## src/include/pipe_defs.svh

```systemverilog
`ifndef PIPE_DEFS_SVH
`define PIPE_DEFS_SVH

`define ISA_WIDTH       32          // data and instruction word
`define REG_ADDR_WIDTH  5           // 32 general registers
`define ROM_DEPTH       8           // word address bits, 256 words

`define OP_WIDTH        6           // opcode field, bits 31:26
`define FUNC_WIDTH      6           // func field, bits 5:0
`define IMM_WIDTH       16          // i-type immediate
`define JIDX_WIDTH      26          // j-type instruction index
`define RS_LSB          21          // rs field 25:21
`define RT_LSB          16          // rt field 20:16
`define RD_LSB          11          // rd field 15:11
`define LINK_REG        5'd31       // jal return register

`define OP_RTYPE        6'h00
`define OP_J            6'h02
`define OP_JAL          6'h03
`define OP_BEQ          6'h04
`define OP_BNE          6'h05
`define OP_ADDI         6'h08
`define OP_LW           6'h23
`define OP_SW           6'h2b

`define FUNC_JR         6'h08
`define FUNC_ADD        6'h20
`define FUNC_SUB        6'h22
`define FUNC_AND        6'h24
`define FUNC_OR         6'h25
`define FUNC_SLT        6'h2a

`endif

```

## src/hdl/pipe_pkg.sv

```systemverilog
`include "pipe_defs.svh"

package pipe_pkg;

    typedef logic [`ISA_WIDTH-1:0]      word_t;       // data or instruction
    typedef logic [`REG_ADDR_WIDTH-1:0] reg_idx_t;    // register index
    typedef logic [`ROM_DEPTH-1:0]      imem_addr_t;  // rom word address

    typedef enum logic [2:0] {
        alu_add,
        alu_sub,
        alu_and,
        alu_or,
        alu_slt,
        alu_pass                                       // operand_1 straight through
    } alu_op_t;

    typedef enum logic [1:0] {
        mem_none,
        mem_load,
        mem_store
    } mem_ctrl_t;

    typedef struct packed {
        logic r_type;                                  // alu reg-reg
        logic i_type;                                  // addi, lw, sw
        logic j;
        logic jr;
        logic jal;
        logic branch_eq;
        logic branch_ne;
        logic store;
        logic load;
    } inst_class_t;

    typedef struct packed {
        logic     en;
        reg_idx_t addr;
        word_t    data;
    } wb_bus_t;

    typedef struct packed {
        logic      valid;
        alu_op_t   alu_op;
        mem_ctrl_t mem_ctrl;
        logic      wb_en;
        word_t     operand_1;
        word_t     operand_2;
        word_t     store_data;
        reg_idx_t  rs_idx;                             // for forwarding downstream
        reg_idx_t  rt_idx;
        reg_idx_t  dest_idx;
    } id_ex_t;

    typedef struct packed {
        logic  taken;
        word_t target;
    } redirect_t;

endpackage

```

## src/hdl/id_ex_reg.sv

```systemverilog
`timescale 1ns/1ps

module id_ex_reg (
    input  logic             clk,
    input  logic             arst_n,
    input  logic             hold,                    // stall from hazard unit
    input  pipe_pkg::id_ex_t decoded,                 // valid low for a no-op
    output pipe_pkg::id_ex_t id_ex
);

    always_ff @(posedge clk or negedge arst_n) begin
        if (!arst_n) begin
            id_ex <= '0;
        end else if (hold || !decoded.valid) begin
            id_ex <= '0;                              // bubble, all controls off
        end else begin
            id_ex <= decoded;
        end
    end

endmodule

```

## config.mk

```make
export PLATFORM = sky130hd
export DESIGN_NAME = id_ex_reg
export DESIGN_NICKNAME = d
export VERILOG_FILES = /design/src/hdl/pipe_pkg.sv /design/src/hdl/id_ex_reg.sv
export VERILOG_INCLUDE_DIRS = /design/src /design/src/include
export SDC_FILE = /design/constraint.sdc
export NUM_CORES = 1
export LEC_CHECK = 0
export ABC_CLOCK_PERIOD_IN_PS = 800
export BUFFER_PORTS_ARGS = -buffer_cell sky130_fd_sc_hd__buf_2
export CORE_UTILIZATION = 43
export CTS_CLUSTER_SIZE = 28
export DETAILED_ROUTE_END_ITERATION = 7
export GPL_TIMING_DRIVEN = 0
export PLACE_DENSITY_LB_ADDON = 0.12
export SLEW_MARGIN = 20
export SYNTH_ARGS = -nofsm -noshare
export SYNTH_HDL_FRONTEND = slang
export SYNTH_SLANG_ARGS = --single-unit
export TNS_END_PERCENT = 10
```

## constraint.sdc

```tcl
create_clock -name clk -period 0.8 [get_ports clk]
set_input_delay 0.16 -clock clk [delete_from_list [all_inputs] [get_ports clk]]
set_output_delay 0.16 -clock clk [all_outputs]
set_load 0.03 [all_outputs]
```

# --- Word level (Yosys, flattened, before mapping) ---
# Index checks and enable logic that the tools add are counted.
totals:
  register_bits: 118
  out_inout_bits: 118
  wordCells: 13
op_classes:
  n_reduce_logical: 2
  n_mux: 1
op_table:
  columns: ["cell", "count"]
  rows:
  - ["2-to-1 mux 118 bit", 1]
  - ["zero test 1 bit", 1]
  - ["logical OR 1 bit", 1]

# --- Longest topological paths before layout ---
logic_depth:
  depth_word: 3
  depth_mapped: 4
  depth_no_buf: 1

# --- Worst setup path before layout ---
# OpenSTA, ideal clock, no wires.
synth_timing:
  kind: "input port to flip-flop"
  from: "input port decoded[117] (netlist name)"
  to: "register id_ex[100] (netlist name)"
  setup_time_ns: 0.120
  t_arrival_ns: 0.710
  required_time_ns: 0.680
  path_stages: 4
  setup_slack_ns: -0.030
  path_cell_list: "buf_4 > buf_6 > buf_2 > and3b_1"
synth_between:
  elab_chain_len: 3
synth_rtl:
  columns: ["item", "line", "source"]
  rows:
  - ["from (decl)", "id_ex_reg.sv:7", "input pipe_pkg::id_ex_t decoded,"]
  - ["zero test 1 bit", "id_ex_reg.sv:14", "end else if (hold || !decoded.valid) begin"]
  - ["logical OR 1 bit", "id_ex_reg.sv:14", null]
  - ["2-to-1 mux 118 bit", "id_ex_reg.sv:14", null]
  - ["to (signal assigned)", "id_ex_reg.sv:17", "id_ex <= decoded;"]
  - ["to (decl)", "id_ex_reg.sv:8", "output pipe_pkg::id_ex_t id_ex"]
# No other way between the ends.

# --- Worst setup path after layout ---
layout_timing:
  from: "register id_ex[49] (netlist name)"
  to: "output port id_ex[49] (netlist name)"
# No word-level cell between the ends.

==> qor.tcl <==
set qor(layout.nets) 756
set qor(tns_ns) -44.62
set qor(period_minus_slack_ns) 1.21
set qor(ys_seq_elements) 118
set qor(grt_pass1_wl_mm) 21.8
set qor(drt_pre_antenna_iters) 4
set qor(number_of_buffers_added_on_ports) 236
set qor(place.gp.congestion) 0.766
set qor(total_routed_length_mm) 14.1
set qor(final_max_slew_viol_count) 0
set qor(cts_buffers) 17
set qor(family_with_the_most_delay_on_the_worst_path) {flip-flops}
set qor(critPathRequiredTime_ns) 0.64
set qor(layout-drive-gt1-share_pct) 45.0
set qor(seq_power_share_pct) 38.2
set qor(final_critical_path_setup_slack_ns) -0.406
set qor(most-common-layout-cells) {126 x sky130_fd_sc_hd__buf_2, 126 x sky130_fd_sc_hd__buf_6, 118 x sky130_fd_sc_hd__dfrtp_1, 117 x sky130_fd_sc_hd__dlygate4sd3_1, 109 x sky130_fd_sc_hd__and3b_1}
set qor(finalSetupViolations) 118
set qor(layout_worst_path_cycle_share_pct) 151
set qor(crit_slowest_cell) {sky130_fd_sc_hd__dfrtp_1}
set qor(fill_cells) 411
set qor(width_of_the_die_um) 100
set qor(cp-end-kind) {output port}
set qor(cts.sink_count) 118
set qor(ctsHoldBuffers) 118
set qor(core.rowCount) 35
set qor(sw_ratio_pct) 24.0
set qor(synth-warning-count) 0
set qor(final.hold.worst_slack_ns) -0.389
set qor(synth_fp_nets) 382
set qor(relSlewSlack_pct) 65.0
set qor(htree_num_levels) 4
set qor(worst_ir_drop_vdd_mv) 1.34
set qor(ant_nets) 0
set qor(postCtsSetupBuffers) 0
set qor(total_area_of_multi_input_combinational_cells_sq_mm) 0.00104
set qor(seq_area_frac_synth_pct) 71.4
set qor(synthesis.area_sq_mm) 0.00414
set qor(io_pins) 239
set qor(critPathMaxStageDelay_ns) 0.39
set qor(critPathMaxFanout) 1
set qor(syn_inst) 261
set qor(grt_remaining_overflow) 0
set qor(netlist_top_cells_area) {sky130_fd_sc_hd__dfrtp_1 71%, sky130_fd_sc_hd__and3b_1 23%, sky130_fd_sc_hd__and3b_2 1.9%}
set qor(crit_path_arrival_time_ns) 1.05
set qor(clock_path_buffers) 2
set qor(wl_per_cell_um) 18.2
set qor(fp.coreArea_sq_mm) 0.00928
set qor(yosys.area.top_type) {sky130_fd_sc_hd__dfrtp_1}
set qor(number_of_flip_flops_in_the_largest_register) 118
set qor(clkTransAtPathRegs_ns) 0.06
set qor(register_area_sq_mm) 0.00295
set qor(fp.dieArea_sq_mm) 0.0100
set qor(clk_root_buffer_cell) {sky130_fd_sc_hd__clkbuf_8}
set qor(combinationalPowerShare_pct) 14.3
set qor(clock_power_share_pct) 47.5
set qor(rsz0062_at_grt) {true}
set qor(fin_area_sq_mm) 0.00806
set qor(grt_antenna_before_repair) 0
set qor(floorplan.initialDensity_pct) 44.5
set qor(antennaDiodeCount) 0
set qor(detail_route.iter0.violations) 58
set qor(post_synth.cell_area_avg_sq_um) 15.8
set qor(via_per_inst) 4.66
set qor(grt_util_all_layers_pct) 29.6
set qor(power-per-cell-area_mw_per_mm2) 2050
set qor(area.growth.synth_to_final_pct) 94.9
set qor(preCtsSetupSlack_ns) -0.104
set qor(run_status) {finished with violations}
set qor(crit_chain) {buf_6}
set qor(critical_path.startpoint_type) {register}
set qor(path_class) {register to output port}
set qor(grt_max_degree) 65
set qor(cts_tree) {yes}
set qor(critical_path_buf_inv_count) 1
set qor(yosysUniqueCellTypes) 8
set qor(p_int_w) 0.0126
set qor(dr_total_vias) 3618
set qor(synth_top_area_share_pct) 71.4
set qor(first_global_vias) 4092
set qor(dpl_cell_area_sq_mm) 0.00553
set qor(dp_hpwl_mm) 7.20
set qor(violations_in_the_final_reports) {negative hold slack, negative setup slack}
set qor(tightest_slew_ns) 0.524
set qor(drt_drc_violations_left) 0
set qor(max_freq_mhz) 829
set qor(hold_violations) 54
set qor(die-height_um) 100
set qor(leak_nw) 4.49
set qor(worstHoldPathType) {primary input to asynchronous set/reset pin}
set qor(net-switching-power_w) 0.00398
set qor(max-cap-violations) 0
power groups by stage:
stage / registers (W) / logic, W / clock network, W
6_report: 0.00632 / 0.00238 / 0.00786
5_1_grt: 0.00634 / 0.00251 / 0.00828
4_1_cts: 0.00631 / 0.00231 / 0.00790
3_5_place_dp: 0.00635 / 0.00158 / 0
3_3_place_gp: 0.00635 / 0.00153 / 0
2_1_floorplan: 0.00685 / 0.000354 / 0
path summary, 6_finish.rpt:
kind                       startpoint         to  slack [ns]  cells past startpoint
max in group asynchronous      arst_n  id_ex[14]        0.50                      2
min                            arst_n  id_ex[89]       -0.39                      1
min in group clk                 hold  id_ex[75]        0.02                      2
max                         id_ex[49]  id_ex[49]       -0.41                      1
layer usage:
| layer | global-route usage, % | wire length, um |
|---|---|---|
| met4 | 11.4 | 295 |
| met5 | 0 | 0 |
| met3 | 9.26 | 1070 |
| met1 | 31.2 | 5130 |
| met2 | 55.0 | 7600 |
cells in the mapped netlist:
library cell	number
sky130_fd_sc_hd__buf_4	1
sky130_fd_sc_hd__nor2b_1	1
sky130_fd_sc_hd__clkbuf_1	9
sky130_fd_sc_hd__buf_6	4
sky130_fd_sc_hd__dfrtp_1	118
sky130_fd_sc_hd__buf_2	11
sky130_fd_sc_hd__and3b_1	109
sky130_fd_sc_hd__and3b_2	8
cell families (layout without fill, tap and decap cells):
group | after synthesis | after routing | share of synthesized area (%)
DFF | 118 | 118 | 71.4
buffers and inverters | 25 | 411 | 3.42
and+or+nand+nor | 118 | 118 | 25.2
stage by stage:
stage / instances / utilization, % / total power (W)
floorplan: 261 / - / 0.00720
global placement: 626 / 59.2 / 0.00788
finish: 776 / 86.8 / 0.0166
detailed placement: 627 / 59.5 / 0.00793
global route: 776 / 86.8 / 0.0171
CTS: 776 / 86.8 / 0.0165
area by class of cell:
type                            count  share of cell area [%]
Clock buffer                       19                    5.36
Multi-Input combinational cell    118                    12.9
Buffer                             25                    1.96
Sequential cell                   118                    36.6
Tap cell                          129                    2.00
Clock inverter                     12                    2.22
Timing Repair Buffer              355                    38.9
timing repair:
item                                    CTS  global route
hold endpoints to repair                172            54
resized for setup                       236             1
pin swaps                                 0             0
endpoints found under the setup margin  118           139
Power figures use the tool's default switching activity.
