### src/include/pipe_defs.svh
`ifndef PIPE_DEFS_SVH
`define PIPE_DEFS_SVH

`define ISA_WIDTH       32          // data and instruction word
`define REG_ADDR_WIDTH  5           // 32 general registers
`define ROM_DEPTH       8           // word address bits, 256 words

`define OP_WIDTH        6           // opcode field, bits 31:26
`define FUNC_WIDTH      6           // func field, bits 5:0
`define IMM_WIDTH       16          // i-type immediate
`define JIDX_WIDTH      26          // j-type instruction index
`define RS_LSB          21          // rs field 25:21
`define RT_LSB          16          // rt field 20:16
`define RD_LSB          11          // rd field 15:11
`define LINK_REG        5'd31       // jal return register

`define OP_RTYPE        6'h00
`define OP_J            6'h02
`define OP_JAL          6'h03
`define OP_BEQ          6'h04
`define OP_BNE          6'h05
`define OP_ADDI         6'h08
`define OP_LW           6'h23
`define OP_SW           6'h2b

`define FUNC_JR         6'h08
`define FUNC_ADD        6'h20
`define FUNC_SUB        6'h22
`define FUNC_AND        6'h24
`define FUNC_OR         6'h25
`define FUNC_SLT        6'h2a

`endif

### src/hdl/pipe_pkg.sv
`include "pipe_defs.svh"

package pipe_pkg;

    typedef logic [`ISA_WIDTH-1:0]      word_t;       // data or instruction
    typedef logic [`REG_ADDR_WIDTH-1:0] reg_idx_t;    // register index
    typedef logic [`ROM_DEPTH-1:0]      imem_addr_t;  // rom word address

    typedef enum logic [2:0] {
        alu_add,
        alu_sub,
        alu_and,
        alu_or,
        alu_slt,
        alu_pass                                       // operand_1 straight through
    } alu_op_t;

    typedef enum logic [1:0] {
        mem_none,
        mem_load,
        mem_store
    } mem_ctrl_t;

    typedef struct packed {
        logic r_type;                                  // alu reg-reg
        logic i_type;                                  // addi, lw, sw
        logic j;
        logic jr;
        logic jal;
        logic branch_eq;
        logic branch_ne;
        logic store;
        logic load;
    } inst_class_t;

    typedef struct packed {
        logic     en;
        reg_idx_t addr;
        word_t    data;
    } wb_bus_t;

    typedef struct packed {
        logic      valid;
        alu_op_t   alu_op;
        mem_ctrl_t mem_ctrl;
        logic      wb_en;
        word_t     operand_1;
        word_t     operand_2;
        word_t     store_data;
        reg_idx_t  rs_idx;                             // for forwarding downstream
        reg_idx_t  rt_idx;
        reg_idx_t  dest_idx;
    } id_ex_t;

    typedef struct packed {
        logic  taken;
        word_t target;
    } redirect_t;

endpackage

### src/hdl/if_id_reg.sv
`timescale 1ns/1ps

module if_id_reg (
    input  logic            clk,
    input  logic            arst_n,
    input  logic            hold,                     // keep current entry
    input  logic            squash,                   // redirect taken in id
    input  pipe_pkg::word_t if_pc,
    input  pipe_pkg::word_t if_instruction,
    input  logic            if_no_op,
    output pipe_pkg::word_t id_pc,
    output pipe_pkg::word_t id_instruction,
    output logic            id_no_op
);

    // control bit, squash beats hold
    always_ff @(posedge clk or negedge arst_n) begin
        if (!arst_n) begin
            id_no_op <= 1'b1;                         // start empty
        end else if (squash) begin
            id_no_op <= 1'b1;                         // kill the wrong-path fetch
        end else if (!hold) begin
            id_no_op <= if_no_op;
        end
    end

    // payload only
    always_ff @(posedge clk) begin
        if (squash) begin
            id_instruction <= '0;
            id_pc          <= if_pc;
        end else if (!hold) begin
            id_instruction <= if_instruction;
            id_pc          <= if_pc;
        end
    end

endmodule

### config.mk
export PLATFORM = sky130hd
export DESIGN_NAME = if_id_reg
export DESIGN_NICKNAME = d
export VERILOG_FILES = /design/src/hdl/pipe_pkg.sv /design/src/hdl/if_id_reg.sv
export VERILOG_INCLUDE_DIRS = /design/src /design/src/include
export SDC_FILE = /design/constraint.sdc
export NUM_CORES = 1
export LEC_CHECK = 0
export ABC_AREA = 1
export BUFFER_PORTS_ARGS = -buffer_cell sky130_fd_sc_hd__buf_2
export CAP_MARGIN = 20
export CORE_UTILIZATION = 33
export DETAILED_ROUTE_END_ITERATION = 8
export HOLD_SLACK_MARGIN = 0.05
export PLACE_DENSITY = 0.7
export SYNTH_ARGS = -nofsm -noshare
export SYNTH_HDL_FRONTEND = slang
export SYNTH_SLANG_ARGS = --single-unit
### constraint.sdc
create_clock -name clk -period 1 [get_ports clk]
set_clock_uncertainty 0.05 [all_clocks]
set_input_delay 0.05 -clock clk [delete_from_list [all_inputs] [get_ports clk]]
set_output_delay 0.05 -clock clk [all_outputs]
set_load 0.01 [all_outputs]
# Yosys cells after proc, flatten, opt, wreduce, memory -nomap -nowiden
# Index checks and enable logic that the tools add are counted.
# op_classes
eq_ne	1
mux	4
# ops
operator	n
32-bit 2-to-1 mux	2
1-bit 2-to-1 mux	2
2-bit by 1-bit inequality test with 1-bit output, second input constant	1
# word_totals
regBits	65
input_bits	69
out_inout_bits	65
elab_cells	8

# Longest topological paths before layout
# Gate-level depths: netlist of the first run.
# logic_depth
word_depth	2
depth_mapped	5
ltp_nobuf	4

# Worst setup path after synthesis of the first run
# No wires, ideal clock.
# synth_timing
path_type	input to register
from	input port squash
to	register id_pc[0] (enable)
setup_ps	389
arrival_ps	1066
required_time_ps	561
setup_slack_ps	-505
path_stages	3
path_buffers	1
path_cell_list	clkinv_1 > buf_2 > nand2_1
# synth_via
elab_chain_len	1
# synth_lines
element	line_no	text
start: declaration	if_id_reg.sv:7	input logic squash,
2-bit by 1-bit inequality test with 1-bit output (no source line)	--	
end signal: assignment	if_id_reg.sv:31	id_pc <= if_pc;
end signal: assignment	if_id_reg.sv:34	id_pc <= if_pc;
end: declaration	if_id_reg.sv:11	output pipe_pkg::word_t id_pc,
# Every way passes these cells.
# A chain may end at the register's enable or synchronous reset.

# Worst setup path in the final report of the first run
# layout_timing
from	register id_no_op
to	output port id_no_op
# layout_lines
element	line_no	text
start: declaration	if_id_reg.sv:13	output logic id_no_op
start signal: assignment	if_id_reg.sv:23	id_no_op <= if_no_op;
# No word-level cell between the ends.

==> results of run 1 <==
[routing by layer]
layer,part of all wire (%),wire length [um]
met2,49,3090
met5,0,0
met4,0.66,42
met1,41,2600
met3,9.3,590
[state kept, by name (all words and copies together), names as in the netlist]
| register | flops |
|---|---|
| id_instruction | 32 |
| id_pc | 32 |
| id_no_op | 1 |
[cell usage after synthesis]
library cell / number / area [um2]
clkinv_1: 1 / 3.75
edfxtp_1: 32 / 961
buf_2: 5 / 25.0
buf_4: 2 / 15.0
dfxtp_1: 32 / 641
dfstp_2: 1 / 26.3
inv_1: 35 / 131
nand2_1: 69 / 259
clkbuf_1: 3 / 11.3
nor2_1: 64 / 240
[kinds of logic (layout without fill, tap and decap cells)]
kind of cell	Yosys count	count (layout)
and+or+nand+nor	133	133
DFF	65	65
buffers and inverters	46	258
[cells in the final DEF (no fill, tap or decap), drive strengths merged]
cell           n
buf          140
bufinv         1
clkbuf        12
clkinv         4
dfstp          1
dfxtp         32
dlygate4sd3   66
edfxtp        32
inv           35
nand2         69
nor2          64
[final cells by class]
type | instances | area, um2 | share of cell area, %
sequential | 65 | 1630 | 40.8
timing repair buffer | 206 | 1400 | 35.1
clock buffer | 12 | 145 | 3.64
inverter | 36 | 135 | 3.39
clock inverter | 4 | 43.8 | 1.10
tap | 96 | 120 | 3.01
multi-input combinational | 133 | 515 | 12.9
[how the worst min path moves through the flow]
stage / endpoint / slack [ns] / cells after the start / start
detailed placement: id_no_op / -0.07 / 1 / arst_n
finish: id_no_op / 0.14 / 2 / arst_n
global placement: id_no_op / -0.06 / 1 / arst_n
global route: id_no_op / 0.14 / 2 / arst_n
CTS: id_no_op / 0.11 / 2 / arst_n
floorplan: id_no_op / -0.15 / 0 / arst_n
[per-stage QoR]
stage	total power [W]	instance area, um2	setup TNS (ns)	hold WS, ns	worst slack [ns]
after floorplan	0.00351	2330	0	-0.148	0.0741
after global placement	0.00389	3120	0	-0.0637	0.0102
after detailed placement	0.00390	3120	0	-0.0656	0.0149
after CTS	0.00625	3990	-0.0830	0.111	-0.0830
after global routing	0.00652	3990	-0.156	0.135	-0.100
final	0.00620	3990	-0.0646	0.142	-0.0646
[power by group through the flow]
stage | sequential (W) | combinational [W] | clock [W]
floorplan | 0.00327 | 0.000241 | 0
global placement | 0.00315 | 0.000739 | 0
detailed placement | 0.00315 | 0.000753 | 0
CTS | 0.00309 | 0.000958 | 0.00220
global route | 0.00312 | 0.00107 | 0.00233
finish | 0.00310 | 0.000969 | 0.00213
[what timing repair did]
action / CTS / global route
hold buffers: 66 / 0
buffers inserted: 1 / 0
pin swaps: 0 / 0
resized for setup: 1 / 0
endpoints found under the hold margin: 66 / 0
endpoints found under the setup margin: 1 / 9
==> impl_metrics.py, run 1 <==
metrics = {
    "outcome": {
        "status": "finished with violations",
        "violations": "negative setup slack",
    },
    "final_layout": {
        "syn_to_final_growth_pct": 72.3,
        "utilization_pct": 58.7,
        "diodes": 0,
        "n_fill_cell": 555,
        "nets": 520,
        "drive_gt1_share_pct": 34.0,
        "instances_no_fill": 552,
    },
    "placement": {
        "dp_hpwl_um": 3710,
        "io_buffers": 133,
        "gp_congestion": 0.765,
        "placed_cells": 469,
    },
    "worst_hold_path": {
        "hold_path.class": "input port to asynchronous set/reset pin",
    },
    "grt": {
        "grtUsageTotal_pct": 17.5,
        "grt_pass1_vias": 2217,
        "grtUsageMet3_pct": 6.35,
        "grt.overflow.total": 0,
        "grt_pass1_wl_um": 9740,
        "grt_use_met1_pct": 18.7,
        "global_route.usage.met2_pct": 32.0,
        "grt.busiest_layer": "met2",
        "grt_start_max_net_pins": 36,
        "antenna_found_initial": 0,
    },
    "setup_path": {
        "cp_max_fo": 2,
        "crit_chain": "buf_6",
        "startpoint_type": "register",
        "critPathMaxStageDelay_ns": 0.54,
        "path_delay_family": "flip-flops",
        "ff2ff_setup_slack_ns": 0.09,
        "cp_num_buf_inv": 1,
        "slowest_stage": "dfstp_2",
        "end_kind": "primary output",
        "crit_type": "register to primary output",
        "regToRegStartpoint": "id_no_op",
        "cp-endpoint": "id_no_op",
        "startpoint": "id_no_op",
        "reg2reg_to": "id_no_op",
        "critical_path_required_ns": 0.90,
        "reg2regPathDepth": 5,
        "cp.arrival_ns": 0.96,
        "path_depth": 1,
    },
    "logic_synthesis": {
        "synthMuxAreaShare_pct": 0,
        "synth_top_family_by_area": "simple AND/OR/NAND/NOR gates",
        "synth_compound_area_share_pct": 0,
        "synth_cells": 244,
        "syn-cell-area_mm2": 0.00231,
        "ys_warn_count": 0,
        "syn-num-nets": 313,
        "synth_simple_gate_area_share_pct": 21.6,
        "yosysSeqAreaShare_pct": 70.4,
        "synth_xor_area_share_pct": 0,
        "ys_ff_latch": 65,
        "post_synth_num_cell_types": 10,
        "yosys.area_share.adder_pct": 0,
        "syn_area_per_cell_um2": 9.48,
    },
    "detailed_routing": {
        "post-route-drc-count": 0,
        "drt-vias-per-instance": 4.09,
        "ant_nets": 0,
        "routed-via-count": 2260,
        "dr.pass1.iters": 4,
        "drt_iter0_drc": 92,
        "wl_um": 6330,
        "wl_per_cell_um": 11.5,
    },
    "pwr": {
        "intPower_w": 0.00473,
        "p_switching_w": 0.00147,
        "netSwitchingFraction_pct": 23.7,
        "leakage_nw": 2.02,
        "power_frac_seq_pct": 50.0,
        "cellPowerDensity_mw_per_mm2": 1560,
        "ir_drop_mv": 0.655,
        "clkPwrFrac_pct": 34.4,
        "combPwrFrac_pct": 15.6,
    },
    "clock_network": {
        "clk-insertion-delay-late_ns": 0.33,
        "clkSinkCount": 65,
        "cts.clk_slew.worst_paths_ns": 0.07,
        "clockRootBuffer": "clkbuf_8",
        "cts.htree.levels": 3,
        "cts.path.max_buffers": 2,
        "numCtsBuffers": 9,
        "tritoncts": "yes",
    },
    "sta": {
        "fmax_mhz": 939,
        "timing.final.ws_setup_ns": -0.0646,
        "fin_crit_sh_pct": 106,
        "slew_violations": 0,
        "rsz0062_at_grt": "yes",
        "period_needed_ns": 1.06,
        "timing.final.hold_violations": 0,
        "max_slew_margin_pct": 84.2,
        "worst_pin_slew_ns": 0.237,
        "setup_viol": 1,
    },
    "floorplanning": {
        "start_util_pct": 34.1,
        "ioPinCount": 134,
        "num_rows": 30,
        "core_mm2": 0.00679,
        "die_area_mm2": 0.00735,
        "die_w_um": 85.7,
        "die_h_um": 85.7,
    },
    "flow_run": {
        "drv_cap": 0,
    },
}
(Power assumes the default switching activity.)
==> inputs of run 2 (changes only) <==
Settings changed: CORE_UTILIZATION 33 to 43, PLACE_DENSITY 0.7 to 0.86.
==> impl_metrics.py, run 2 (synthesis results as in run 1) <==
metrics = {
    "grt": {
        "grt_pass1_vias": 2193,
        "grtUsageTotal_pct": 23.9,
        "antenna_found_initial": 0,
        "grt_pass1_wl_um": 9910,
        "grt.overflow.total": 0,
        "grt_start_max_net_pins": 41,
    },
    "placement": {
        "pre_cts_slack_ns": 0.0633,
        "gp_congestion": 0.710,
        "io_buffers": 133,
        "dp_hpwl_um": 3600,
    },
    "floorplanning": {
        "die_area_mm2": 0.00568,
        "die_h_um": 75.4,
        "core_mm2": 0.00514,
        "start_util_pct": 45.0,
        "die_w_um": 75.4,
        "ioPinCount": 134,
        "num_rows": 26,
    },
    "sta": {
        "rsz0062_at_grt": "yes",
        "timing.final.hold_violations": 0,
        "tns_ns": -0.0649,
        "slew_violations": 0,
        "max_slew_margin_pct": 83.8,
        "worst_pin_slew_ns": 0.242,
        "period_needed_ns": 1.06,
        "setup_viol": 2,
        "timing.final.ws_setup_ns": -0.0594,
        "fmax_mhz": 944,
        "fin_crit_sh_pct": 106,
    },
    "detailed_routing": {
        "ant_nets": 0,
        "post-route-drc-count": 0,
        "dr.pass1.iters": 4,
        "routed-via-count": 2275,
        "wl_per_cell_um": 12.9,
        "wl_um": 6760,
        "drt-vias-per-instance": 4.34,
        "drt_iter0_drc": 133,
    },
    "setup_path": {
        "crit_type": "register to primary output",
        "crit_chain": "buf_6",
        "critical_path_required_ns": 0.90,
        "reg2regPathDepth": 4,
        "critPathMaxStageDelay_ns": 0.54,
        "end_kind": "primary output",
        "cp_max_fo": 2,
        "ff2ff_setup_slack_ns": 0.17,
        "regToRegStartpoint": "id_no_op",
        "path_delay_family": "flip-flops",
        "reg2reg_to": "id_no_op",
        "cp.arrival_ns": 0.96,
        "slowest_stage": "dfstp_2",
        "cp_num_buf_inv": 1,
        "startpoint_type": "register",
    },
    "flow_run": {
        "drv_cap": 0,
    },
    "outcome": {
        "status": "finished with violations",
        "violations": "negative setup slack",
    },
    "clock_network": {
        "tritoncts": "yes",
        "clockRootBuffer": "clkbuf_8",
        "cts.htree.levels": 3,
        "clkSinkCount": 65,
        "post_cts_buffers": 0,
        "numCtsBuffers": 9,
        "clk-insertion-delay-late_ns": 0.32,
        "cts.path.max_buffers": 2,
        "cts.clk_slew.worst_paths_ns": 0.07,
    },
    "final_layout": {
        "final_common_cell": "buf_2",
        "nets": 518,
        "diodes": 0,
        "top_regs": "id_instruction: 32 flops, id_pc: 32 flops, id_no_op: 1 flops",
        "syn_to_final_growth_pct": 69.1,
        "mostFrequentLayoutCells": "buf_2 (132), nand2_1 (68), dlygate4sd3_1 (66)",
        "drive_gt1_share_pct": 33.9,
    },
    "worst_hold_path": {
        "hold_path.class": "input port to asynchronous set/reset pin",
    },
    "pwr": {
        "power_frac_seq_pct": 52.6,
        "leakage_nw": 1.99,
        "ir_drop_mv": 0.930,
        "cellPowerDensity_mw_per_mm2": 1510,
        "p_switching_w": 0.00151,
        "combPwrFrac_pct": 16.4,
        "intPower_w": 0.00440,
        "netSwitchingFraction_pct": 25.5,
        "power_w": 0.00592,
        "clkPwrFrac_pct": 31.0,
    },
}
-- run 2: cell types whose count changed in the layout (fill, tap and decap cells not counted), sizes merged --
cell and delta:
clkinv +2, clkbuf -2, buf -2, bufinv -1
clkinvlp +1
-- run 2: metal layers --
metal	vias up	GRT usage (%)	share of wire, %
met5	-	0	0
met4	0	8.02	0.44
met3	4	5.42	7.7
met2	111	42.4	49
met1	1026	28.8	43
li1	1134	-	-
-- run 2: area by class of cell --
| type | instances | area (um2) |
|---|---|---|
| repair buffers | 204 | 1380 |
| well taps | 70 | 87.6 |
| flip-flops and latches | 65 | 1630 |
| clock buffers | 10 | 128 |
| fillers | 337 | 1230 |
| clock inverters | 6 | 35.0 |
| inverters | 36 | 135 |
| multi-input cells | 133 | 515 |
-- run 2: how the worst max path moves through the flow --
stage	slack, ns	end	from	depth (start not counted)
6_report	-0.06	id_no_op	id_no_op	1
5_1_grt	-0.08	id_no_op	id_no_op	1
4_1_cts	-0.08	id_no_op	id_no_op	1
3_5_place_dp	0.06	id_pc[15]	squash	3
3_3_place_gp	0.08	id_pc[7]	squash	3
2_1_floorplan	0.07	id_pc[0]	squash	3
-- run 2: power groups by stage --
stage,Sequential (W),Clock (W),Combinational [W]
after floorplan,0.00327,0,0.000241
after global placement,0.00314,0,0.000725
after detailed placement,0.00315,0,0.000743
after CTS,0.00309,0.00187,0.000946
after global routing,0.00312,0.00198,0.00109
final,0.00311,0.00184,0.000970
-- run 2: worst reg2reg max path, stage by stage, from the launching register on --
cell and delay [ns]:
dfstp_2 0.54, inv_1 0.04, nand2_1 0.04, nand2_1 0.05, nand2_1 0.05
-- run 2: metrics by stage --
stage	instances	area (um2)	utilization (%)	hold WS, ns
finish	524	3910	76.1	0.147
floorplan	244	2330	-	-0.148
CTS	524	3910	76.1	0.123
detailed placement	442	3080	60.0	-0.0615
global route	524	3910	76.1	0.137
global placement	442	3080	60.0	-0.0663
-- run 2: repair_timing --
action,in CTS,in global routing
endpoints found under the setup margin,1,4
gates resized for setup,1,0
cloned,0,0
hold buffers,66,0
endpoints found under the hold margin,66,0
