File: src/include/pipe_defs.svh
`ifndef PIPE_DEFS_SVH
`define PIPE_DEFS_SVH

`define ISA_WIDTH       32          // data and instruction word
`define REG_ADDR_WIDTH  5           // 32 general registers
`define ROM_DEPTH       8           // word address bits, 256 words

`define OP_WIDTH        6           // opcode field, bits 31:26
`define FUNC_WIDTH      6           // func field, bits 5:0
`define IMM_WIDTH       16          // i-type immediate
`define JIDX_WIDTH      26          // j-type instruction index
`define RS_LSB          21          // rs field 25:21
`define RT_LSB          16          // rt field 20:16
`define RD_LSB          11          // rd field 15:11
`define LINK_REG        5'd31       // jal return register

`define OP_RTYPE        6'h00
`define OP_J            6'h02
`define OP_JAL          6'h03
`define OP_BEQ          6'h04
`define OP_BNE          6'h05
`define OP_ADDI         6'h08
`define OP_LW           6'h23
`define OP_SW           6'h2b

`define FUNC_JR         6'h08
`define FUNC_ADD        6'h20
`define FUNC_SUB        6'h22
`define FUNC_AND        6'h24
`define FUNC_OR         6'h25
`define FUNC_SLT        6'h2a

`endif

File: src/hdl/pipe_pkg.sv
`include "pipe_defs.svh"

package pipe_pkg;

    typedef logic [`ISA_WIDTH-1:0]      word_t;       // data or instruction
    typedef logic [`REG_ADDR_WIDTH-1:0] reg_idx_t;    // register index
    typedef logic [`ROM_DEPTH-1:0]      imem_addr_t;  // rom word address

    typedef enum logic [2:0] {
        alu_add,
        alu_sub,
        alu_and,
        alu_or,
        alu_slt,
        alu_pass                                       // operand_1 straight through
    } alu_op_t;

    typedef enum logic [1:0] {
        mem_none,
        mem_load,
        mem_store
    } mem_ctrl_t;

    typedef struct packed {
        logic r_type;                                  // alu reg-reg
        logic i_type;                                  // addi, lw, sw
        logic j;
        logic jr;
        logic jal;
        logic branch_eq;
        logic branch_ne;
        logic store;
        logic load;
    } inst_class_t;

    typedef struct packed {
        logic     en;
        reg_idx_t addr;
        word_t    data;
    } wb_bus_t;

    typedef struct packed {
        logic      valid;
        alu_op_t   alu_op;
        mem_ctrl_t mem_ctrl;
        logic      wb_en;
        word_t     operand_1;
        word_t     operand_2;
        word_t     store_data;
        reg_idx_t  rs_idx;                             // for forwarding downstream
        reg_idx_t  rt_idx;
        reg_idx_t  dest_idx;
    } id_ex_t;

    typedef struct packed {
        logic  taken;
        word_t target;
    } redirect_t;

endpackage

File: src/hdl/operand_select.sv
`include "pipe_defs.svh"
`timescale 1ns/1ps

module operand_select (
    input  pipe_pkg::inst_class_t inst_class,
    input  pipe_pkg::word_t       id_pc,              // already pc + 4
    input  pipe_pkg::word_t       id_instruction,
    input  logic                  id_no_op,
    input  pipe_pkg::word_t       rs_data,
    input  pipe_pkg::word_t       rt_data,
    output pipe_pkg::redirect_t   redirect,
    output pipe_pkg::word_t       operand_1,
    output pipe_pkg::word_t       operand_2,
    output pipe_pkg::word_t       store_data,
    output pipe_pkg::reg_idx_t    rs_idx_out,
    output pipe_pkg::reg_idx_t    rt_idx_out,
    output pipe_pkg::reg_idx_t    dest_idx
);

    pipe_pkg::word_t    imm_ext;
    pipe_pkg::word_t    branch_target;
    pipe_pkg::word_t    jump_target;
    pipe_pkg::reg_idx_t rs_field;
    pipe_pkg::reg_idx_t rt_field;
    pipe_pkg::reg_idx_t rd_field;
    logic               cond_ok;                      // branch condition holds

    assign rs_field = id_instruction[`RS_LSB +: `REG_ADDR_WIDTH];
    assign rt_field = id_instruction[`RT_LSB +: `REG_ADDR_WIDTH];
    assign rd_field = id_instruction[`RD_LSB +: `REG_ADDR_WIDTH];

    assign imm_ext = {{(`ISA_WIDTH-`IMM_WIDTH){id_instruction[`IMM_WIDTH-1]}},
                      id_instruction[`IMM_WIDTH-1:0]};
    assign branch_target = id_pc + (imm_ext << 2);   // relative to pc + 4
    assign jump_target   = {id_pc[`ISA_WIDTH-1 -: 4], id_instruction[`JIDX_WIDTH-1:0], 2'b00};

    assign cond_ok = (inst_class.branch_eq && rs_data == rt_data)
                   || (inst_class.branch_ne && rs_data != rt_data);

    always_comb begin
        redirect.taken = !id_no_op
                       && (cond_ok || inst_class.j || inst_class.jal || inst_class.jr);
        if (inst_class.jr) begin
            redirect.target = rs_data;
        end else if (inst_class.j || inst_class.jal) begin
            redirect.target = jump_target;
        end else begin
            redirect.target = branch_target;
        end
    end

    always_comb begin
        operand_1  = '0;
        operand_2  = '0;
        store_data = '0;
        rs_idx_out = '0;                              // zero = no source
        rt_idx_out = '0;
        dest_idx   = '0;                              // zero = no result
        if (inst_class.r_type) begin
            operand_1  = rs_data;
            operand_2  = rt_data;
            rs_idx_out = rs_field;
            rt_idx_out = rt_field;
            dest_idx   = rd_field;
        end else if (inst_class.i_type) begin
            operand_1  = rs_data;
            operand_2  = imm_ext;
            rs_idx_out = rs_field;
            if (inst_class.store) begin
                store_data = rt_data;
                rt_idx_out = rt_field;                // store data still needs forwarding
            end else begin
                dest_idx   = rt_field;                // addi, lw
            end
        end else if (inst_class.jal) begin
            operand_1 = id_pc;                        // return address
            dest_idx  = `LINK_REG;
        end else if (inst_class.branch_eq || inst_class.branch_ne) begin
            rs_idx_out = rs_field;
            rt_idx_out = rt_field;
        end else if (inst_class.jr) begin
            rs_idx_out = rs_field;
        end
    end

endmodule

File: config.mk
export PLATFORM = sky130hd
export DESIGN_NAME = operand_select
export DESIGN_NICKNAME = d
export VERILOG_FILES = /design/src/hdl/pipe_pkg.sv /design/src/hdl/operand_select.sv
export VERILOG_INCLUDE_DIRS = /design/src /design/src/include
export SDC_FILE = /design/constraint.sdc
export NUM_CORES = 1
export LEC_CHECK = 0
export ABC_AREA = 0
export BUFFER_PORTS_ARGS = -buffer_cell sky130_fd_sc_hd__buf_2
export CORE_MARGIN = 10
export CORE_UTILIZATION = 30
export DETAILED_ROUTE_END_ITERATION = 6
export PLACE_DENSITY = 0.6
export SYNTH_ARGS = -nofsm -noshare
export SYNTH_HDL_FRONTEND = slang
export SYNTH_SLANG_ARGS = --single-unit
File: constraint.sdc
create_clock -name vclk -period 7.7
set_clock_uncertainty 0.05 [all_clocks]
set_input_delay 1.155 -clock vclk [all_inputs]
set_output_delay 1.155 -clock vclk [all_outputs]
set_load 0.01 [all_outputs]
* Word-level counts from Yosys, hierarchy flattened
Cells that the tools add are included.
** Word-level totals
- Flip-flop bits (word level) :: 0
- Output and inout bits :: 144
- Word-level logic and storage cells :: 37
** Operators by class
- Add/sub/neg operators :: 1
- Equality and inequality tests :: 2
- Multiplexer cells :: 24
- Reductions and logical operators :: 10
** Operators by type and width (count)
- two-way mux 32 bit :: 10
- two-way mux 5 bit :: 14
- adder 32 bit :: 1
- equality test 32 bit :: 1
- inequality test 32 bit :: 1
- logical OR 1 bit :: 6
- logical AND 1 bit :: 3
- zero test 1 bit :: 1

* Depth between registers and ports, before layout
Gate-level depths: netlist of run 1.
- Depth in word-level cells :: 7
- Mapped depth :: 10

* Worst setup path before layout of run 1
OpenSTA, ideal clock, no wires.
- Path kind :: input port to output port
- Start :: input port id_pc[2]
- End :: output port redirect[18] (netlist name)
- Arrival time :: 3.266 ns
- Required time :: 6.495 ns
- Setup slack :: 3.229 ns
- Stages :: 10
- Path buffers :: 0
- Path through :: ha_1 -> fa_1 -> a211oi_1 -> o21a_1 -> nor3b_2 -> nor2_1 -> o21bai_1 -> a31oi_1 -> xor2_1 -> o31ai_1
** RTL lines
- start, declared :: line operand_select.sv:6 : input pipe_pkg::word_t id_pc,
- end, declared :: line operand_select.sv:11 : output pipe_pkg::redirect_t redirect,

==> summary.txt, run 1 <==
Detailed routing
  • Post-route ant nets: 0
  • Via count: 5524
  • DR pass1 iterations: 5
  • Total wire length: 20400 µm
  • Initial DRC count: 364
  • Post-route DRC: 0
  • DR WL/cell: 19.7 µm
  • Via density: 5.34

Timing
  • RSZ-0062 raised after global routing: false
  • Setup TNS: 0 ns
  • Final Max Slew Viols: 0
  • Final Hold Viols: 0
  • Fmax: 197 MHz
  • Worst-margin pin slew: 1.11 ns
  • Post-route clock period utilization: 65.9%
  • Hold slack: 2.49 ns
  • # setup viols final: 0
  • Relative slew slack: 26.2%
  • Tmin final: 5.08 ns

Finish
  • # clk buffers: 0
  • FF/Latch Area: 0 µm²
  • Final #Nets: 1033
  • # diodes: 0
  • Share of layout cells above drive strength 1: 34.9%
  • Area grow syn2layout: 35.5%
  • Sequential cell count: 0
  • Filler cells: 1436

Clocking
  • Post-CTS resize count: 0
  • # hold bufs at CTS: 0
  • Postcts setup bufs: 0

Synthesis
  • Synth warnings: 0
  • Post-synthesis sequential area ratio: 0%
  • Syn Area/Cell: 6.16 µm²
  • Synth cell types: 68
  • Post-Syn Nets: 798
  • Gate Count Post-Synth: 630
  • Mapped Area: 3880 µm²

GRT
  • Total grt overflow: 0
  • Initial antenna violation count: 0
  • Vias in the first global route: 5253
  • Gr usage total: 20.8%
  • Largest net degree at the start of global routing: 81
  • Global-route wire length before repair: 30400 µm

Die
  • Die H: 134 µm
  • # IOs: 282
  • Core Region: 12700 µm²
  • Starting Density: 30.6%
  • Die width: 134 µm
  • Row cnt: 41
  • Die area: 17900 µm²

Critical path
  • Crit path max fanout: 3
  • Crit-path slowest cell: fa_1
  • Crit path arrival time: 3.87 ns
  • Crit. End Element: primary output
  • CP cell instances: buf_2 > ha_1 > fa_1 > a211oi_1 > o21a_1 > nor3b_2 > nor2_1 > o31ai_2 > a41oi_1 > mux2i_1 > nand2_1 > buf_2
  • Crit-path most repeated cell: buf_2
  • Slowest cell delay on critical path: 0.43 ns
  • Crit path kind: input pin to primary output
  • Required time worst endpoint: 6.49 ns
  • CP Launch Type: input pin

Power
  • Gate power share: 100.0%
  • Clk pwr share: 0%
  • Power density over cell area: 76.1 nW/µm²
  • Switching share of total power: 60.0%
  • Leak: 0.00293 µW
  • Switching pwr: 240 µW
  • Int Power: 160 µW
  • Sequential power share: 0%
  • Max VDD drop: 0.0000262 V

Hold path
  • Worst Hold Class: input pin to primary output
  • HP Start: id_no_op
  • Worst Hold Depth: 3
  • Hold Crit Endpoint: redirect[32]

Placed design
  • Dpl hpwl: 16900 µm
  • Input/output buffers: 275
  • Routability cong.: 0.913

Outcome
  • Outcome: finished clean

Job
  • Max-cap violations: 0
## cell usage after synthesis, types with 6 or more instances
master    instances  area [µm²]
xnor2_1          11        96.3
inv_1             7        26.3
nor3_1            8        40.0
o21ai_0          68         340
and3_1           36         225
and2_1           10        62.6
ha_1             29         363
nor2_1           25        93.8
o21bai_1          7        52.6
clkbuf_1         35         131
mux2i_1          14         140
o21a_1            7        52.6
nor4_1            9        56.3
nor2b_1           6        37.5
nor3b_1          13        97.6
nand3_1           7        35.0
a21oi_1          48         240
a21o_1           11        82.6
nand2_1         153         574
a22o_1           15         131
xor2_1           42         368
## cells in the final DEF, fill, tap and decap left out, types with 4 or more instances in the layout
master | Yosys | routed
xnor2_1 | 11 | 11
buf_2 | 1 | 275
o21ai_0 | 68 | 68
a21o_1 | 11 | 11
ha_1 | 29 | 29
nor3_1 | 8 | 8
o21a_1 | 7 | 7
nand4_1 | 4 | 4
nor2b_1 | 6 | 5
and2_1 | 10 | 10
o31ai_2 | 4 | 4
nor3b_1 | 13 | 13
o211ai_1 | 4 | 4
a21oi_1 | 48 | 48
mux2i_1 | 14 | 14
o21bai_1 | 7 | 7
nor2_1 | 25 | 25
and3_1 | 36 | 36
xor2_1 | 42 | 42
nand3_1 | 7 | 7
inv_1 | 7 | 7
a22o_1 | 15 | 15
nand2_1 | 153 | 153
nor4_1 | 9 | 9
## worst max-delay path, delay by kind of cell
family / cells / cell delay (ns)
adder cells (fa/ha/maj): 2 / 0.64
AO/OA/AOI/OAI: 4 / 1.12
multiplexers: 1 / 0.28
buffers and inverters: 2 / 0.27
AND/OR/NAND/NOR: 3 / 0.39
## layer usage
layer / GRT usage [%] / vias up / wire length, µm
met2: 36.2 / 254 / 9650
met3: 3.91 / 24 / 1540
met1: 26.3 / 2529 / 8860
met4: 3.39 / 0 / 379
met5: 0 / - / 0
li1: - / 2717 / -
## power groups by stage
stage / clock (µW) / combinational [µW] / sequential [µW]
3_3_place_gp: 0 / 398 / 0
4_1_cts: 0 / 401 / 0
5_1_grt: 0 / 441 / 0
2_1_floorplan: 0 / 239 / 0
3_5_place_dp: 0 / 399 / 0
6_report: 0 / 400 / 0
## stage by stage
stage / setup slack [ns] / instance area, µm² / util (%) / total power (µW) / std cells
5_1_grt: 2.38 / 5260 / 41.5 / 441 / 1035
6_report: 2.62 / 5260 / 41.5 / 400 / 1035
2_1_floorplan: 3.23 / 3880 / - / 239 / 630
3_3_place_gp: 2.73 / 5260 / 41.5 / 398 / 1035
4_1_cts: 2.71 / 5260 / 41.5 / 401 / 1035
3_5_place_dp: 2.75 / 5260 / 41.5 / 399 / 1035
## cell type report
| type | instances | area (µm²) | area share [%] |
|---|---|---|---|
| multi-input combinational | 579 | 3630 | 69.0 |
| timing repair buffer | 277 | 1390 | 26.5 |
| tap | 172 | 215 | 4.09 |
| inverter | 7 | 26.3 | 0.500 |
## worst max-delay path by stage
stage          slack [ns]         startpoint      endpoint
2_1_floorplan        3.23           id_pc[2]  redirect[18]
3_3_place_gp         2.73           id_pc[2]  redirect[28]
3_5_place_dp         2.75           id_pc[2]  redirect[18]
4_1_cts              2.71           id_pc[2]  redirect[28]
5_1_grt              2.38  id_instruction[0]  redirect[18]
6_report             2.62  id_instruction[0]  redirect[28]
## cell families (layout without fill, tap and decap cells)
kind of cell / after synthesis / count (layout) / share of synthesized area (%)
buffers and inverters: 51 / 284 / 6.77
muxes: 16 / 16 / 4.19
and+or+nand+nor: 289 / 289 / 35.9
xor gates and xnor gates: 53 / 53 / 12.0
AOI/OAI and AO/OA: 191 / 191 / 31.3
adders and majority gates: 30 / 30 / 9.86
Note: power is estimated with default switching activity, not from simulation.
==> run 2, diff against run 1 <==
Settings changed: ABC_AREA 0 to 1, PLACE_DENSITY 0.6 to 0.58.
Clock period 7.7 ns to 4.7 ns, I/O delays scaled along.
==> run 2 against run 1 <==
  * Sequential cell count stayed put
  * Largest cell class unchanged
  * Global-route usage rose by 1.5 points
  * Sequential share of layout area unchanged
  * Setup slack got worse by 1.5 ns
  * Die area increased by 10%
  * Power rose by 73%
  * Critical path type unchanged
  * Core utilization increased by 0.38 points
  * Combinational power rose by 73%
  * Final cell count is 32% higher
  * Cell area up 12%
==> summary.txt, run 2 <==
Power
  • Clk pwr share: 0% (about the same)
  • Switching share of total power: 63.7% (was 60.0%)
  • Switching pwr: 441 µW (was 240 µW)
  • Gate power share: 100.0% (about the same)
  • Int Power: 251 µW (was 160 µW)
  • Power density over cell area: 118 nW/µm² (was 76.1 nW/µm²)
  • Max VDD drop: 0.0000269 V (was 0.0000262 V)
  • Leak: 0.00380 µW (was 0.00293 µW)
  • Sequential power share: 0% (about the same)

Finish
  • Sequential cell count: 0 (unchanged)
  • Most frequent cells in the layout: 313 x nand2_1, 275 x buf_2, 183 x inv_1 (was 275 x buf_2, 153 x nand2_1, 68 x o21ai_0)
  • # clk buffers: 0 (unchanged)
  • Area grow syn2layout: 35.1% (was 35.5%)
  • Commonest non-fill, non-tap cell in the layout: nand2_1 (was buf_2)
  • # diodes: 0 (unchanged)
  • FF/Latch Area: 0 µm² (unchanged)
  • Final Non-Filler Cells: 1364 (was 1035)
  • Final #Nets: 1354 (was 1033)
  • Share of layout cells above drive strength 1: 25.6% (was 34.9%)

Die
  • Row cnt: 43 (was 41)
  • Die width: 140 µm (was 134 µm)
  • # IOs: 282 (unchanged)
  • Core Region: 14000 µm² (was 12700 µm²)
  • Die area: 19700 µm² (was 17900 µm²)
  • Starting Density: 31.0% (was 30.6%)
  • Die H: 140 µm (was 134 µm)

Critical path
  • Critical path origin: id_pc[2] (was id_instruction[0])
  • Required time worst endpoint: 3.94 ns (was 6.49 ns)
  • Crit. End Element: primary output (unchanged)
  • Crit path max fanout: 4 (was 3)
  • Crit path kind: input pin to primary output (unchanged)
  • CP Launch Type: input pin (unchanged)
  • Crit path arrival time: 2.80 ns (was 3.87 ns)

Timing
  • Setup TNS: 0 ns (unchanged)
  • Hold slack: 1.67 ns (was 2.49 ns)
  • RSZ-0062 raised after global routing: false (unchanged)
  • # setup viols final: 0 (unchanged)
  • Worst-margin pin slew: 0.875 ns (was 1.11 ns)
  • Tmin final: 3.56 ns
  • Post-route clock period utilization: 75.7%
  • Final Max Slew Viols: 0 (unchanged)
  • Setup WS post-layout: 1.14 ns (was 2.62 ns)
  • Fmax: 281 MHz
  • Relative slew slack: 41.6% (was 26.2%)
  • Final Hold Viols: 0 (unchanged)

Placed design
  • Inst Count DP: 1364 (was 1035)
  • Dpl hpwl: 20900 µm (was 16900 µm)
  • Place WS: 1.15 ns (was 2.75 ns)
  • Input/output buffers: 275 (unchanged)
  • Routability cong.: 0.941 (was 0.913)

GRT
  • Total grt overflow: 0 (unchanged)
  • Initial antenna violation count: 0 (unchanged)
  • Global-route wire length before repair: 36000 µm (was 30400 µm)
  • Gr usage total: 22.3% (was 20.8%)
  • Largest net degree at the start of global routing: 52 (was 81)
  • Vias in the first global route: 6216 (was 5253)

Synthesis
  • Synth Area in XOR/XNOR: 4.43% (was 12.0%)
  • Mapped Area: 4350 µm² (was 3880 µm²)
  • Post-synthesis adder-cell area fraction: 8.80% (was 9.86%)
  • Multiplexer share of the synthesized area: 0% (was 4.19%)
  • Post-synth top cells: 313 x nand2_1, 183 x inv_1, 99 x nor2_1 (was 153 x nand2_1, 68 x o21ai_0, 48 x a21oi_1)
  • Post-synthesis sequential area ratio: 0% (unchanged)
  • Simple-Gate Fraction of Synth Area: 48.3% (was 35.9%)
  • Post-Syn Nets: 1101 (was 798)
  • Largest family of logic cells by synthesized area: simple AND/OR/NAND/NOR gates (unchanged)
  • Syn Area/Cell: 4.66 µm² (was 6.16 µm²)
  • Share of the synthesized area in the top cell type: 27.0% (was 14.8%)
  • Synth warnings: 0 (unchanged)
  • Most frequent cell after synthesis: nand2_1 (unchanged)
  • Dominant cells by area after synthesis: nand2_1 27%, inv_1 16%, nor2_1 8.5%, ha_1 8.3%, nand3_1 7.4% (was nand2_1 15%, xor2_1 9.5%, ha_1 9.3%, o21ai_0 8.8%, a21oi_1 6.2%)
  • Post-synthesis compound-gate area fraction: 19.6% (was 31.3%)
  • Synth cell types: 30 (was 68)
  • Gate Count Post-Synth: 933 (was 630)
  • Leading area contributor after synthesis: nand2_1 (unchanged)

Detailed routing
  • Post-route ant nets: 0 (unchanged)
  • Total wire length: 24000 µm (was 20400 µm)
  • Initial DRC count: 553 (was 364)
  • Post-route DRC: 0 (unchanged)
  • Via density: 4.91 (was 5.34)
  • Via count: 6704 (was 5524)
  • DR pass1 iterations: 5 (unchanged)
  • DR WL/cell: 17.6 µm (was 19.7 µm)

Clocking
  • # hold bufs at CTS: 0 (unchanged)
  • Post-CTS resize count: 0 (unchanged)
  • Postcts setup bufs: 0 (unchanged)

Outcome
  • Outcome: finished clean (unchanged)

Hold path
  • HP Start: id_no_op (unchanged)
  • Worst Hold Class: input pin to primary output (unchanged)

Job
  • Max-cap violations: 0 (unchanged)
==> run 2: cell count changes in the layout (fill, tap and decap cells not counted), sizes merged, moves of 15 or more <==
cell / before / now
nand3: 7 / 69
nor2: 26 / 104
a22o: 15 / 0
xor2: 42 / 4
and3: 36 / 0
nand2: 153 / 320
inv: 7 / 184
==> run 2: path summary, 6_finish.rpt <==
path,to,slack [ns],cells past startpoint
worst max-delay path,redirect[22],1.14,14
worst min-delay path,redirect[32],1.67,5
==> run 2: routing by layer <==
metal	global-route usage (%)	wire length [µm]	up-vias	part of all wire, %
met3	4.12	1900	32	7.9
met4	4.13	475	0	2.0
met5	0	0	-	0
met1	28.4	10300	2988	43
met2	38.3	11400	264	47
li1	-	-	3420	-
==> run 2: power by group through the flow <==
stage	Sequential (µW)	Clock [µW]	Combinational (µW)
2_1_floorplan	0	0	408
3_3_place_gp	0	0	688
3_5_place_dp	0	0	689
4_1_cts	0	0	691
5_1_grt	0	0	772
6_report	0	0	693
==> run 2: kinds of logic after synthesis <==
group / after synthesis
xor gates and xnor gates: 22
adders and majority gates: 30
and+or+nand+nor: 511
AOI/OAI and AO/OA: 155
buffers and inverters: 215
==> run 2: critical path, stage by stage <==
cell     delay (ns)
buf_2          0.12
ha_1           0.25
fa_1           0.47
nand3_1        0.12
nand3_1        0.17
nand3_1        0.14
nand3_2        0.13
nand2_1        0.11
nand2_1        0.05
nand2_1        0.05
nand3_1        0.13
nand2_1        0.10
o21ai_1        0.06
buf_2          0.17
==> run 2: metrics by stage <==
step	power (µW)	utilization [%]	cell area [µm²]
floorplan	408	-	4350
global placement	688	41.9	5880
detailed placement	689	41.9	5880
CTS	691	41.9	5880
global route	772	41.9	5880
finish	693	41.9	5880
==> run 2: final cells by class <==
type               count  area, µm²
fillers             1691       8160
inverters            185        694
repair buffers       281       1420
multi-input cells    718       3540
well taps            180        225
